===== src/program.hex =====
// one 16-bit instruction word per line, word address 0 first
// opcode [15:11], first source [10:8], second source [7:5]
2109
3a4c
4b21
5c63
1d85
6ea7
7fc9
80eb
910d
a22f
b351
c473
d595
e6b7
f7d9
08fb
191d
2a3f
3b41
4c62
5d84
6ea6
7fc8
80ea
910c
a22e
b350
c472
d594
e6b6
f7d8
1234


===== src/fetchPkg.sv =====
`default_nettype none

package fetchPkg;

   // byte address, one instruction word per two bytes
   typedef logic [15:0] addr_t;

   // opcode [15:11], first source [10:8], second source [7:5]
   typedef logic [15:0] instr_t;

   typedef logic [2:0] regIdx_t;

   // write-back source of the instruction in decode
   typedef enum logic [1:0] {
      wbAlu,
      wbMem,
      wbPc,
      wbImm
   } wbSel_t;

   // one-hot operand source, fwdRf is the register file written this cycle
   typedef enum logic [4:0] {
      fwdNone = 5'b00001,
      fwdX    = 5'b00010,
      fwdM    = 5'b00100,
      fwdW    = 5'b01000,
      fwdRf   = 5'b10000
   } fwdSel_t;

   // pending register write in one later stage
   typedef struct packed {
      logic    regWrt;
      regIdx_t wrtReg;
   } stageWr_t;

   typedef struct packed {
      fwdSel_t fwdA;
      fwdSel_t fwdB;
   } fwdCtrl_t;

   localparam instr_t InstrNop  = 16'h0800;
   localparam instr_t InstrHalt = 16'h0000;

   function automatic regIdx_t getSrcA(instr_t word);
      return word[10:8];
   endfunction

   function automatic regIdx_t getSrcB(instr_t word);
      return word[7:5];
   endfunction

endpackage

`default_nettype wire


===== src/pcUnit.sv =====
`default_nettype none

module pcUnit (
   input  wire                      clk,
   input  wire                      rstN,
   input  wire fetchPkg::addr_t     newPC,
   input  wire                      redirect,
   input  wire                      advance,
   output fetchPkg::addr_t          pc,
   output fetchPkg::addr_t          pcPlus2,
   output logic                     incOverflow
);
   import fetchPkg::*;

   localparam addr_t PcStep = 16'd2;

   logic [16:0] incSum;

   // carry out of bit 15 means the next fetch would wrap past 16'hFFFE
   assign incSum      = {1'b0, pc} + {1'b0, PcStep};
   assign pcPlus2     = incSum[15:0];
   assign incOverflow = incSum[16];

   // redirect wins over sequential advance
   always_ff @(posedge clk or negedge rstN) begin
      if (!rstN) begin
         pc <= '0;
      end else if (redirect) begin
         pc <= newPC;
      end else if (advance) begin
         pc <= pcPlus2;
      end
   end

   // the top level only advances from an aligned PC
   aAlignedAdvance: assert property (
      @(posedge clk) disable iff (!rstN)
      (advance && !redirect) |=> !pc[0]
   );

endmodule

`default_nettype wire


===== src/instrMem.sv =====
`default_nettype none

module instrMem #(
   parameter int WordsPerLine = 4,
   parameter int MemLatency   = 4
) (
   input  wire                                     clk,
   input  wire                                     rstN,
   input  wire                                     rdStrobe,
   input  wire fetchPkg::addr_t                    lineAddr,
   output fetchPkg::instr_t [WordsPerLine-1:0]     line,
   output logic                                    done
);
   import fetchPkg::*;

   localparam int MemWords = 32;
   localparam int MemAw    = $clog2(MemWords);
   localparam int CntW     = $clog2(MemLatency);

   // done is registered, so the countdown starts two short of the latency
   if (MemLatency < 2) begin : gLatencyCheck
      $error("instrMem needs MemLatency of at least 2");
   end

   instr_t mem [MemWords];

   logic            busy;
   logic [CntW-1:0] count;
   addr_t           pendAddr;
   logic [MemAw-1:0] baseWord;

   initial begin
      $readmemh("/design/src/program.hex", mem);
   end

   // upper address bits wrap around the small image
   assign baseWord = pendAddr[MemAw:1];

   always_ff @(posedge clk or negedge rstN) begin
      if (!rstN) begin
         busy  <= 1'b0;
         count <= '0;
         done  <= 1'b0;
      end else begin
         done <= 1'b0;
         if (rdStrobe) begin
            busy  <= 1'b1;
            count <= CntW'(MemLatency - 2);
         end else if (busy) begin
            if (count == '0) begin
               busy <= 1'b0;
               done <= 1'b1;
            end else begin
               count <= count - 1'b1;
            end
         end
      end
   end

   // block read as the countdown expires
   always_ff @(posedge clk) begin
      if (rdStrobe) begin
         pendAddr <= lineAddr;
      end
      if (busy && count == '0) begin
         for (int w = 0; w < WordsPerLine; w++) begin
            line[w] <= mem[baseWord + MemAw'(w)];
         end
      end
   end

   aNoStrobeWhileBusy: assert property (
      @(posedge clk) disable iff (!rstN)
      rdStrobe |-> !busy
   );

endmodule

`default_nettype wire


===== src/instrCache.sv =====
`default_nettype none

module instrCache #(
   parameter int CacheLines   = 16,
   parameter int WordsPerLine = 4
) (
   input  wire                                        clk,
   input  wire                                        rstN,
   input  wire fetchPkg::addr_t                       pc,
   input  wire fetchPkg::instr_t [WordsPerLine-1:0]   line,
   input  wire                                        done,
   output fetchPkg::instr_t                           fetchWord,
   output logic                                       hit,
   output logic                                       stall,
   output logic                                       rdStrobe,
   output fetchPkg::addr_t                            lineAddr
);
   import fetchPkg::*;

   // address split into tag, index, word offset and byte bit
   localparam int OffW   = $clog2(WordsPerLine);
   localparam int IdxW   = $clog2(CacheLines);
   localparam int TagLsb = 1 + OffW + IdxW;
   localparam int TagW   = 16 - TagLsb;

   typedef enum logic [1:0] {
      stIdle,
      stRequest,
      stWait
   } cacheState_t;

   cacheState_t state;
   cacheState_t stateNext;

   logic [CacheLines-1:0]     valid;
   logic [TagW-1:0]           tags [CacheLines];
   instr_t [WordsPerLine-1:0] data [CacheLines];

   logic [OffW-1:0] wordSel;
   logic [IdxW-1:0] idx;
   logic [IdxW-1:0] fillIdx;
   logic [TagW-1:0] pcTag;
   addr_t           fillAddr;
   logic            lookupHit;

   assign wordSel = pc[OffW:1];
   assign idx     = pc[TagLsb-1 -: IdxW];
   assign pcTag   = pc[15:TagLsb];
   assign fillIdx = fillAddr[TagLsb-1 -: IdxW];

   // lookup is purely combinational in the cycle the PC is presented
   assign lookupHit = valid[idx] && (tags[idx] == pcTag);
   assign fetchWord = data[idx][wordSel];

   // no hits are reported while a fill is in flight, even after a redirect
   assign hit   = (state == stIdle) && lookupHit;
   assign stall = (state != stIdle) || !lookupHit;

   assign rdStrobe = (state == stRequest);
   assign lineAddr = {fillAddr[15:OffW+1], {(OffW+1){1'b0}}};

   always_comb begin
      stateNext = state;
      case (state)
         stIdle: begin
            if (!lookupHit) begin
               stateNext = stRequest;
            end
         end
         stRequest: begin
            stateNext = stWait;
         end
         stWait: begin
            if (done) begin
               stateNext = stIdle;
            end
         end
         default: begin
            stateNext = stIdle;
         end
      endcase
   end

   always_ff @(posedge clk or negedge rstN) begin
      if (!rstN) begin
         state <= stIdle;
      end else begin
         state <= stateNext;
      end
   end

   // miss address is captured once since the PC may move during the fill
   always_ff @(posedge clk) begin
      if (state == stIdle && !lookupHit) begin
         fillAddr <= pc;
      end
   end

   // line fill on done
   always_ff @(posedge clk or negedge rstN) begin
      if (!rstN) begin
         valid <= '0;
         for (int i = 0; i < CacheLines; i++) begin
            tags[i] <= '0;
            data[i] <= '0;
         end
      end else if (state == stWait && done) begin
         valid[fillIdx] <= 1'b1;
         tags[fillIdx]  <= fillAddr[15:TagLsb];
         data[fillIdx]  <= line;
      end
   end

   // memory answers only while a fill is waiting
   aDoneInWait: assert property (
      @(posedge clk) disable iff (!rstN)
      done |-> (state == stWait)
   );

endmodule

`default_nettype wire


===== src/hazardDetect.sv =====
`default_nettype none

module hazardDetect (
   input  wire                       clk,
   input  wire                       rstN,
   input  wire fetchPkg::instr_t     fetchWord,
   input  wire                       hit,
   input  wire fetchPkg::addr_t      pcPlus2,
   input  wire                       misalign,
   input  wire                       jumpInstD,
   input  wire                       jumpInstX,
   input  wire                       branchMispredict,
   input  wire fetchPkg::stageWr_t   wrD,
   input  wire fetchPkg::stageWr_t   wrX,
   input  wire fetchPkg::stageWr_t   wrM,
   input  wire fetchPkg::stageWr_t   wrW,
   input  wire fetchPkg::wbSel_t     wbSelD,
   output fetchPkg::instr_t          instruction,
   output fetchPkg::addr_t           incPC,
   output fetchPkg::fwdCtrl_t        fwd,
   output logic                      pcHold
);
   import fetchPkg::*;

   // newest writer first; decode's writer will sit in X next cycle
   function automatic fwdSel_t pickSrc(regIdx_t src, stageWr_t d, stageWr_t x,
                                       stageWr_t m, stageWr_t w);
      if (d.regWrt && d.wrtReg == src) begin
         return fwdX;
      end
      if (x.regWrt && x.wrtReg == src) begin
         return fwdM;
      end
      if (m.regWrt && m.wrtReg == src) begin
         return fwdW;
      end
      if (w.regWrt && w.wrtReg == src) begin
         return fwdRf;
      end
      return fwdNone;
   endfunction

   regIdx_t  srcA;
   regIdx_t  srcB;
   logic     loadHazard;
   logic     loadUse;
   logic     bubbled;
   logic     flush;
   logic     insertNop;
   instr_t   nextInstr;
   fwdCtrl_t nextFwd;

   assign srcA = getSrcA(fetchWord);
   assign srcB = getSrcB(fetchWord);

   // load in decode feeding the word being fetched
   assign loadHazard = hit && !misalign && (wbSelD == wbMem) && wrD.regWrt &&
                       (wrD.wrtReg == srcA || wrD.wrtReg == srcB);

   // one bubble is enough, the word passes on the following cycle
   assign loadUse = loadHazard && !bubbled;
   assign pcHold  = loadUse;

   assign flush     = jumpInstD || jumpInstX || branchMispredict;
   assign insertNop = !hit || flush || loadUse;

   always_comb begin
      nextInstr    = fetchWord;
      nextFwd.fwdA = pickSrc(srcA, wrD, wrX, wrM, wrW);
      nextFwd.fwdB = pickSrc(srcB, wrD, wrX, wrM, wrW);
      // misaligned fetch outranks every bubble
      if (misalign) begin
         nextInstr    = InstrHalt;
         nextFwd.fwdA = fwdNone;
         nextFwd.fwdB = fwdNone;
      end else if (insertNop) begin
         nextInstr    = InstrNop;
         nextFwd.fwdA = fwdNone;
         nextFwd.fwdB = fwdNone;
      end
   end

   // fetch-to-decode register
   always_ff @(posedge clk or negedge rstN) begin
      if (!rstN) begin
         instruction <= InstrNop;
         incPC       <= '0;
         fwd         <= '{fwdA: fwdNone, fwdB: fwdNone};
         bubbled     <= 1'b0;
      end else begin
         instruction <= nextInstr;
         incPC       <= pcPlus2;
         fwd         <= nextFwd;
         bubbled     <= loadUse && !flush;
      end
   end

endmodule

`default_nettype wire


===== src/fetchStage.sv =====
`default_nettype none

module fetchStage #(
   parameter int CacheLines   = 16,
   parameter int WordsPerLine = 4,
   parameter int MemLatency   = 4
) (
   input  wire                       clk,
   input  wire                       rstN,
   input  wire fetchPkg::addr_t      newPC,
   input  wire                       jumpInstD,
   input  wire                       jumpInstX,
   input  wire                       branchMispredict,
   input  wire fetchPkg::stageWr_t   wrD,
   input  wire fetchPkg::stageWr_t   wrX,
   input  wire fetchPkg::stageWr_t   wrM,
   input  wire fetchPkg::stageWr_t   wrW,
   input  wire fetchPkg::wbSel_t     wbSelD,
   output fetchPkg::instr_t          instruction,
   output fetchPkg::addr_t           incPC,
   output fetchPkg::fwdCtrl_t        fwd,
   output logic                      err
);
   import fetchPkg::*;

   addr_t                     pc;
   addr_t                     pcPlus2;
   addr_t                     memLineAddr;
   instr_t                    fetchWord;
   instr_t [WordsPerLine-1:0] memLine;
   logic                      hit;
   logic                      stall;
   logic                      memRdStrobe;
   logic                      memDone;
   logic                      pcHold;
   logic                      misalign;
   logic                      redirect;
   logic                      advance;
   logic                      incOverflow;

   assign misalign = pc[0];
   assign redirect = jumpInstX || branchMispredict;

   // an odd PC stays put until the next redirect
   assign advance = !stall && !pcHold && !jumpInstD && !misalign;

   pcUnit i_pcUnit (
      .clk         (clk),
      .rstN        (rstN),
      .newPC       (newPC),
      .redirect    (redirect),
      .advance     (advance),
      .pc          (pc),
      .pcPlus2     (pcPlus2),
      .incOverflow (incOverflow)
   );

   instrCache #(
      .CacheLines   (CacheLines),
      .WordsPerLine (WordsPerLine)
   ) i_instrCache (
      .clk       (clk),
      .rstN      (rstN),
      .pc        (pc),
      .line      (memLine),
      .done      (memDone),
      .fetchWord (fetchWord),
      .hit       (hit),
      .stall     (stall),
      .rdStrobe  (memRdStrobe),
      .lineAddr  (memLineAddr)
   );

   instrMem #(
      .WordsPerLine (WordsPerLine),
      .MemLatency   (MemLatency)
   ) i_instrMem (
      .clk      (clk),
      .rstN     (rstN),
      .rdStrobe (memRdStrobe),
      .lineAddr (memLineAddr),
      .line     (memLine),
      .done     (memDone)
   );

   hazardDetect i_hazardDetect (
      .clk              (clk),
      .rstN             (rstN),
      .fetchWord        (fetchWord),
      .hit              (hit),
      .pcPlus2          (pcPlus2),
      .misalign         (misalign),
      .jumpInstD        (jumpInstD),
      .jumpInstX        (jumpInstX),
      .branchMispredict (branchMispredict),
      .wrD              (wrD),
      .wrX              (wrX),
      .wrM              (wrM),
      .wrW              (wrW),
      .wbSelD           (wbSelD),
      .instruction      (instruction),
      .incPC            (incPC),
      .fwd              (fwd),
      .pcHold           (pcHold)
   );

   // lines up with the instruction register
   always_ff @(posedge clk or negedge rstN) begin
      if (!rstN) begin
         err <= 1'b0;
      end else begin
         err <= misalign || incOverflow;
      end
   end

endmodule

`default_nettype wire


===== config.mk =====
export PLATFORM = sky130hd
export DESIGN_NAME = fetchStage
export DESIGN_NICKNAME = d
export VERILOG_FILES = /design/src/fetchPkg.sv /design/src/pcUnit.sv /design/src/instrMem.sv /design/src/instrCache.sv /design/src/hazardDetect.sv /design/src/fetchStage.sv
export SDC_FILE = /design/constraint.sdc
export NUM_CORES = 1
export LEC_CHECK = 0
export BUFFER_PORTS_ARGS = -buffer_cell sky130_fd_sc_hd__buf_2
export CAP_MARGIN = 20
export CORE_MARGIN = 1.5
export CORE_UTILIZATION = 60
export DETAILED_ROUTE_END_ITERATION = 10
export GPL_ROUTABILITY_DRIVEN = 0
export GPL_TIMING_DRIVEN = 0
export PLACE_DENSITY = 0.8
export SLEW_MARGIN = 20
export SYNTH_ARGS = -nofsm -noshare
export SYNTH_HDL_FRONTEND = slang
export SYNTH_SLANG_ARGS = --single-unit

===== constraint.sdc =====
create_clock -name clk -period 8.84 [get_ports clk]
set_input_delay 1.326 -clock clk [delete_from_list [all_inputs] [get_ports clk]]
set_output_delay 1.326 -clock clk [all_outputs]
set_load 0.01 [all_outputs]

* Yosys cells after proc, flatten, opt, wreduce, memory -nomap -nowiden *
Index checks and enable logic that the tools add are counted.

cells by class
  add/sub/neg operators = 2
  order comparisons = 7
  equality and inequality tests = 15
  multiplexer cells = 72
  bitwise logic cells = 3
  reduce and logical (&&, ||, !) cells = 47

operators by type and width
  kind                     number
  $bwmux W1024             1
  $bmux W64 S4             1
  $demux W64 S4            1
  $mux W64                 3
  $bwmux W144              1
  $mux W16                 5
  $mux W5                  16
  $bmux W9 S4              1
  $demux W9 S4             1
  $bmux W16 S2             1
  $mux W1                  28
  $mux W9                  3
  $eq A3 B3 Y1             8
  $logic_and A1 B1 Y1      24
  $mux W10                 2
  $add A16 B2 Y17 const B  1
  $or A16 B16 Y16          1
  $ge A5 B5 Y1 const B     2
  $lt A4 B5 Y1 const B     2
  $mux W2                  5
  $not A4 Y5               2
  $eq A9 B9 Y1             1
  $logic_not A1 Y1         8
  $logic_or A1 B1 Y1       8
  14 further kinds         20

word-level totals
  bits in registers = 1,330
  output and inout port bits = 43

* Logic depth before layout (Yosys ltp) *
Gate-level depths: netlist of the first run.

  depth in word-level cells = 21
  depth in mapped cells = 14
  depth with buffers taken out = 9

* Hierarchy *
Synthesis of the first run repeated with hierarchy kept, for this count alone.

unflattened totals
  cell total of the unflattened synthesis = 3,505
  area total of the unflattened synthesis = 57,248.7 um^2

modules (own cells, without submodules)
  module        times used  cells an instance  area each (um^2)  sequential area each (um^2)
  instrCache    1           3,163              53,679.0          30,068.8
  hazardDetect  1           127                1,695.4           1,079.8
  pcUnit        1           129                1,146.1           400.4
  instrMem      1           82                 678.2             100.1
  fetchStage    1           4                  50.0              25.0

* Worst setup path after synthesis of the first run *
OpenSTA, ideal clock, no wires.

  path kind = reg2reg
  start = register i_pcUnit.pc[3]
  end = register i_instrCache.fillAddr[10] (enable)
  setup time = 400 ps
  arrival = 3,098 ps
  required time = 8,440 ps
  setup slack = 5,342 ps
  stages on the path, launching flop included = 10
  buffers on the path = 3
  period minus slack after synthesis = 3,498 ps
  cells stage by stage = dfrtp_1 buf_6 buf_12 buf_2 mux4_2 o21ai_0 o311ai_0 o211ai_1 nor4_4 nor3_1

on the way
  longest elaborated chain between the ends = 8

RTL lines
  what                                         RTL line          source
  from (decl)                                  pcUnit.sv:9       output fetchPkg::addr_t pc,
  from (signal assigned)                       pcUnit.sv:29      pc <= newPC;
  from (signal assigned)                       pcUnit.sv:31      pc <= pcPlus2;
  $not A4 Y5 (not written as such)             instrCache.sv:52  assign lookupHit = valid[idx] && (tags[idx] == pcTag);
  $bmux W9 S4                                  instrCache.sv:52
  $mux W9 (not written as such) (2 in series)  instrCache.sv:52
  $eq A9 B9 Y1                                 instrCache.sv:52
  $logic_and A1 B1 Y1 *                        instrCache.sv:52
  $logic_not A1 Y1 *                           instrCache.sv:94  if (state == stIdle && !lookupHit) begin
  $logic_and A1 B1 Y1 *                        instrCache.sv:94
  to (signal assigned)                         instrCache.sv:95  fillAddr <= pc;
  to (decl)                                    instrCache.sv:43  addr_t fillAddr;

Mark *: on every way between the ends. The rest lies on a longest branch, timed or not. The select of a mux whose other input is x is not followed.
A chain may end at the register's enable or synchronous reset.

* Worst setup path in the final report of the first run *
  start = register i_pcUnit.pc[5]
  end = register i_instrCache.fillAddr[3] (enable)

Same word-level chain as after synthesis.

==> impl_results.md, run 1 <==
- Post-synth EDFFs: 13
- # rows: between 40 and 50
- Count of max-cap constraint violations: 0
- Worst slew pin tran: approximately 0.92 ns
- Worst EP arrival: around 4.2 ns
- R2R Setup Slk: a little under 5 ns
- Count of final hold-check violations: 0
- Layout area overhead: 15.2%
- Die Area: about 18,000 um2
- Clk Latency, worst-skew pair: around 0.52 ns
- Worst Hold Class: reg -> reg
- Top-count cell post-synth: dfrtp_1
- Reg2Reg Launch Point: i_pcUnit.pc[5]
- Clk_skew: approximately 0.022 ns
- Cell Chain, Critical Path: buf_4 -> clkbuf_1 -> mux4_1 -> mux2i_1 -> mux2i_1 -> xnor2_1 -> o211ai_1 -> nor4_4 -> nor3_2 -> buf_6
- CP Max Fanout: 10
- Asr flop ratio synth: 0.941
- CP most frequent cell: mux2i_1
- I/O pin count: 82
- Tcrit/Tclk final: 0.443
- Rel. slew slack: 0.379
- Max Root-Sink Buffers: 3
- CORE AREA: 16,700 um2
- DP HPWL: 17.4 mm
- Synthesized cell area: between 10,000 and 15,000 um2
- Fin crit period: roughly 3.9 ns
- CTS tree: done
- Synth warn: 0
- Post-CTS setup buffers: 0
- Post-CTS sizing: 0
- Total congestion overflow: 0
- Vias/cell: around 6.2
- Critical path's largest stage delay: 0.68 ns
- Final WL: about 26 mm
- Synth area leader: dfrtp_1
- Setup violators final: 0
- Die width: about 130 um
- Largest net degree at the start of global routing: about 90
- Num Clock Sinks: roughly 220
- Top post-synthesis cells by area: dfrtp_1, mux2_2, edfxtp_1
- First-pass GRT wire length: about 41 mm
- H-tree lvl count: 1
- Slowest-stage cell, CP: nor4_4
- Unrepaired setup endpoints after global routing: no
- Setup TNS: 0 ns
- Yosys cell types: between 60 and 70
- Layout Nets: between 900 and 1,000
- Via count: approximately 7,000
- Global-route usage over all layers: 0.298
- Mean Syn Cell Area: about 14 um2
- TritonCTS Buffers: 23
- Slew Viols, Final: 0
- Ys flop type: dfrtp_1
- Cells on worst reg2reg path: 10
- Critical path startpoint: i_pcUnit.pc[5]
- Crit path kind: reg -> reg
- Hold Crit Depth: 1
- Reg2reg end: i_instrCache.fillAddr[3]
- Vias in the first global route: 7,232
- Chip height: around 130 um
- Antenna Cells: 0
- Hold Buf Count CTS: 0
- Fillcell total: around 1,100
- Initial antenna violation count: 0
- DRC: 0
- Final ANT Viol Nets: 0
- Routed length per instance: about 24 um
- Power after layout: slightly above 3000 uW
- CP required: just over 9 ns
- Pwr Density: 254 nW/um2
- CTS clk-pin slew, worst paths: about 0.060 ns
- Share of layout cells above drive strength 1: 0.395
- Status: completed
- Worst Hold Endpoint: i_instrCache.valid[15]
- Max Clock Freq: between 200 and 300 MHz
- Crit path capture type: flip-flop
- Root buffer cell: clkbuf_16
- TritonRoute pass-1 iters: 5
- Initial DRC count: around 540
- Worst hold start: i_instrCache.valid[15]
- Crit start category: flip-flop
- Post-synth top cells: dfrtp_1, mux2_2, mux2i_1
- Worst VDD drop: 0.153 mV
- Flops & latches, synth: about 220
- Port Buffers: 66
- Gate Count Post-Synth: between 700 and 800
- Yosys top cell area share: 0.496
- Seq/Total Area, Yosys: 0.539
- Initial Util: 0.616
- P_leak: between 0.005 and 0.006 uW
[registers in the layout (all words and copies together) (netlist names), 2 cells and up]
register and cells:
i_instrCache.state 2, i_hazardDetect.fwd 5, i_hazardDetect.incPC 16, i_instrMem.count 2, i_instrCache.fillAddr 13, i_instrCache.valid 16, i_pcUnit.pc 16, i_instrCache.tags 144
[area by class of cell]
cell class	count	area (um2)	share of cell area
clock inverters	8	70.1	0.00591
inverters	9	33.8	0.00285
flip-flops and latches	219	5550	0.468
plain buffers	56	399	0.0337
multi-input cells	489	4400	0.371
well taps	220	275	0.0232
clock buffers	33	703	0.0593
repair buffers	72	433	0.0365
[where the power goes]
group	switching [uW]	internal (uW)
clock	394	581
combinational	320	319
sequential	152	1250
[worst max-delay path, delay by kind of cell, from the launching register on]
kind,cells,cell delay [ns]
buffers and inverters,3,1.03
AND/OR/NAND/NOR,2,0.89
multiplexers,3,0.72
flip-flops,1,0.55
AO/OA/AOI/OAI,1,0.27
XOR/XNOR,1,0.21
[cells in the final DEF, fill, tap and decap left out, types with 13 or more instances in the layout]
master     count
dfrtp_1      204
mux2_2       147
buf_2         68
mux2i_1       35
nand2_1       30
buf_4         25
nor2_1        24
clkbuf_16     23
clkbuf_1      20
nand2b_1      19
mux4_2        16
nor3_1        15
conb_1        15
or2_2         13
edfxtp_1      13
[metrics by stage]
stage	worst slack, ns	utilization	std cells	instance area, um2	hold slack [ns]
finish	4.92	0.710	1106	11900	0.470
global route	4.77	0.710	1106	11900	0.472
CTS	4.98	0.710	1106	11900	0.467
detailed placement	5.02	0.664	1065	11100	0.441
global placement	3.41	0.656	1059	11000	0.440
floorplan	5.34	-	773	10300	0.423
[metal layers]
layer / up-vias / wire [um] / track usage / share of wire
met5: - / 0 / 0 / 0
met4: 0 / 1040 / 0.121 / 0.040
met3: 76 / 1670 / 0.0367 / 0.064
met2: 303 / 12400 / 0.493 / 0.48
met1: 3550 / 10900 / 0.405 / 0.42
li1: 2975 / - / - / -
[cell families after synthesis]
family          share of synthesized area
simple gates                        0.101
buf+inv                            0.0421
xor+xnor                           0.0184
other cells                      0.000364
fa+ha+maj                         0.00243
mux                                 0.253
flops                               0.539
compound gates                     0.0438
[how the worst max path moves through the flow]
stage | to | slack, ns | cells after the start
2_1_floorplan | i_instrCache.fillAddr[10] | 5.34 | 9
3_3_place_gp | i_instrCache.tags[19] | 3.41 | 1
3_5_place_dp | i_instrCache.fillAddr[15] | 5.02 | 10
4_1_cts | i_instrCache.fillAddr[3] | 4.98 | 10
5_1_grt | i_instrCache.fillAddr[3] | 4.77 | 10
6_report | i_instrCache.fillAddr[3] | 4.92 | 10
No activity file was read; power rests on OpenSTA's default activity.
==> run 2: changes to the inputs <==
--- a/config.mk
+++ b/config.mk
@@ -5,6 +5,7 @@
 export SDC_FILE = /design/constraint.sdc
 export NUM_CORES = 1
 export LEC_CHECK = 0
+export ABC_AREA = 1
 export BUFFER_PORTS_ARGS = -buffer_cell sky130_fd_sc_hd__buf_2
 export CAP_MARGIN = 20
 export CORE_MARGIN = 1.5
==> constraint.sdc (replaced) <==
create_clock -name clk -period 3.8 [get_ports clk]
set_input_delay 0.57 -clock clk [delete_from_list [all_inputs] [get_ports clk]]
set_output_delay 0.57 -clock clk [all_outputs]
set_load 0.01 [all_outputs]
==> run 2 against run 1 <==
Cell count up 47%; largest cell class unchanged; synthesized cell count is 68% higher; worst hold slack worse by 0.23 ns; routed wire length grew 14%; utilization shrank 0.19 points; via count increased by 35%; register-to-register slack got worse by 4.3 ns; critical path type unchanged; combinational power grew to 3.1 times the previous value; maximum frequency is 25% higher; die area fell by 0.44%; largest power group unchanged; critical endpoint is now i_instrCache.fillAddr[8]; worst setup slack worse by 4.3 ns; highest routed layer unchanged.
==> impl_results.md, run 2 <==
- Status: completed
- Post-CTS sizing: 0
- Reg2Reg Launch Point: i_pcUnit.pc[3]
- Top-count cell post-synth: nand2_1
- Flops & latches, synth: 219
- Biggest register: i_instrCache.tags
- Sequential Power Share: 0.440
- Crit path kind: reg -> reg
- Largest net degree at the start of global routing: just over 100
- Final WL: 29.7 mm
- Max Clock Freq: around 320 MHz
- Switch Pwr: around 2600 uW
- Seq/Total Area, Yosys: 0.541
- Via count: slightly above 9,000
- Worst EP arrival: around 3.4 ns
- Layout area overhead: 15.0%
- Setup violators final: 0
- Tcrit/Tclk final: 0.825
- Switching Share: 0.342
- Post-synth top cells: nand2_1, dfrtp_1, o21ai_0
- Placed cell count: ~1,600
- Die width: roughly 130 um
- Setup TNS: 0 ns
- Synth area leader: dfrtp_1
- Global-route usage over all layers: 0.341
- Critical path startpoint: i_pcUnit.pc[3]
- P_leak: 0.00594 uW
- Root buffer cell: clkbuf_16
- Initial Util: 0.616
- Max reg flops: 144
- Clk_skew: approximately 0.011 ns
- Met2 Usage GRT: 0.525
- Worst VDD drop: ~0.48 mV
- Asr flop ratio synth: 0.941
- Worst Hold Class: in -> reg
- I/O pin count: between 80 and 90
- TritonRoute pass-1 iters: 8
- Met1 usage: 0.456
- Most frequent cells in the layout: nand2_1, dfrtp_1, o21ai_0
- Hold Buf Count CTS: 1
- Crit path capture type: flip-flop
- Top post-synthesis cells by area: dfrtp_1, nand2_1, o21ai_0
- Logic pwr share: 0.257
- Count of final hold-check violations: 0
- Clock power share: 0.303
- CORE AREA: roughly 17,000 um2
- Chip height: ~130 um
- Worst slew pin tran: a little over 0.9 ns
- Ys flop type: dfrtp_1
- Internal power: a little over 5000 uW
- Vias/cell: 5.73
- Synthesized cell area: between 10,000 and 15,000 um2
- DRC: 0
- Pwr Density: approximately 660 nW/um2
- Initial DRC count: 1,042
- CTS tree: done
- TritonCTS Buffers: 24
- First-pass GRT wire length: 46.8 mm
- Mean Syn Cell Area: approximately 8 um2
- CP required: ~4.0 ns
- Synth warn: 0
- Rel. slew slack: 0.379
- Post-CTS setup buffers: 0
- Routed length per instance: 18.3 um
- Gate Count Post-Synth: 1,275
- DP HPWL: 20.1 mm
- Die Area: roughly 18,000 um2
- Placement Setup Slack: 0.761 ns
- H-tree lvl count: 1
- Final std cells w/o fill: roughly 1,600
- Final ANT Viol Nets: 0
- Worst hold start: jumpInstD
- Count of max-cap constraint violations: 0
- Max Root-Sink Buffers: 3
- Vias in the first global route: 8,874
- Crit start category: flip-flop
- Final core occ: 0.708
- Layout Nets: roughly 1,400
- Initial antenna violation count: 0
- Post-synth EDFFs: 13
- Total congestion overflow: 0
- # rows: 47
- GR Util met3: 0.0742
- Num Clock Sinks: 219
- Yosys top cell area share: 0.498
- CTS clk-pin slew, worst paths: 0.06 ns
- Setup WS post-layout: 0.664 ns
- Yosys cell types: 33
- Unrepaired setup endpoints after global routing: no
- Commonest non-fill, non-tap cell in the layout: nand2_1
- Fin crit period: between 3 and 4 ns
- Clk Latency, worst-skew pair: 0.52 ns
- Slew Viols, Final: 0
- Antenna Cells: 0
- Share of layout cells above drive strength 1: 0.119
- Port Buffers: 66
- WHS: ~0.24 ns
- CP Max Fanout: 10
- GRT busiest layer: met2
-- run 2: cells by family after synthesis --
group | share of synthesized area
buffers and inverters | 0.0863
and+or+nand+nor | 0.271
DFF | 0.541
xor gates and xnor gates | 0.0111
AOI/OAI and AO/OA | 0.0874
other | 0.000366
adders and majority gates | 0.00244
-- run 2: path summary, 6_finish.rpt --
kind | slack [ns] | depth (start not counted) | to
setup reg to reg | 0.66 | 13 | i_instrCache.fillAddr[8]
min in group asynchronous | 0.48 | 2 | i_instrCache.tags[107]
hold / removal | 0.24 | 2 | i_hazardDetect.bubbled
max in group asynchronous | 2.55 | 3 | i_hazardDetect.fwd[5]
hold reg to reg | 0.45 | 2 | i_instrCache.valid[13]
setup / recovery | 0.66 | 13 | i_instrCache.fillAddr[8]
-- run 2: cell type report --
cell class | count | area, um2
clock buffers | 36 | 707
well taps | 220 | 275
fillers | 1328 | 4860
clock inverters | 7 | 85.1
inverters | 107 | 404
flip-flops and latches | 219 | 5550
multi-input cells | 877 | 3870
plain buffers | 86 | 480
repair buffers | 70 | 413
-- run 2: power groups by stage --
stage               clock (uW)  combinational, uW  sequential [uW]
floorplan                    0               1290             3350
global placement             0               1840             3400
detailed placement           0               1930             3420
CTS                       2370               1950             3390
global route              2460               2230             3470
finish                    2350               1990             3400
-- run 2: routing by layer --
layer,vias to the layer above,routed length [um],share of wire
li1,4237,-,-
met1,4413,11500,0.39
met2,527,13400,0.45
met3,122,3040,0.10
met4,0,1710,0.057
met5,-,0,0
-- run 2: worst max-delay path: stages, from the launching register on --
cell and delay (ns):
dfrtp_1 0.45, inv_2 0.17, buf_2 0.35, nand2_1 0.09
nand3_1 0.11, nand3_1 0.15, nand3_1 0.24, nand3_1 0.10
nand2_1 0.07, nor2_1 0.04, nand3_1 0.13, nor2_4 0.08
nor3_2 0.56, buf_4 0.29
-- run 2: stage by stage --
stage	area, um2	total power, uW
6_report	11800	7740
5_1_grt	11800	8160
4_1_cts	11800	7700
3_5_place_dp	11000	5350
3_3_place_gp	10900	5240
2_1_floorplan	10300	4630
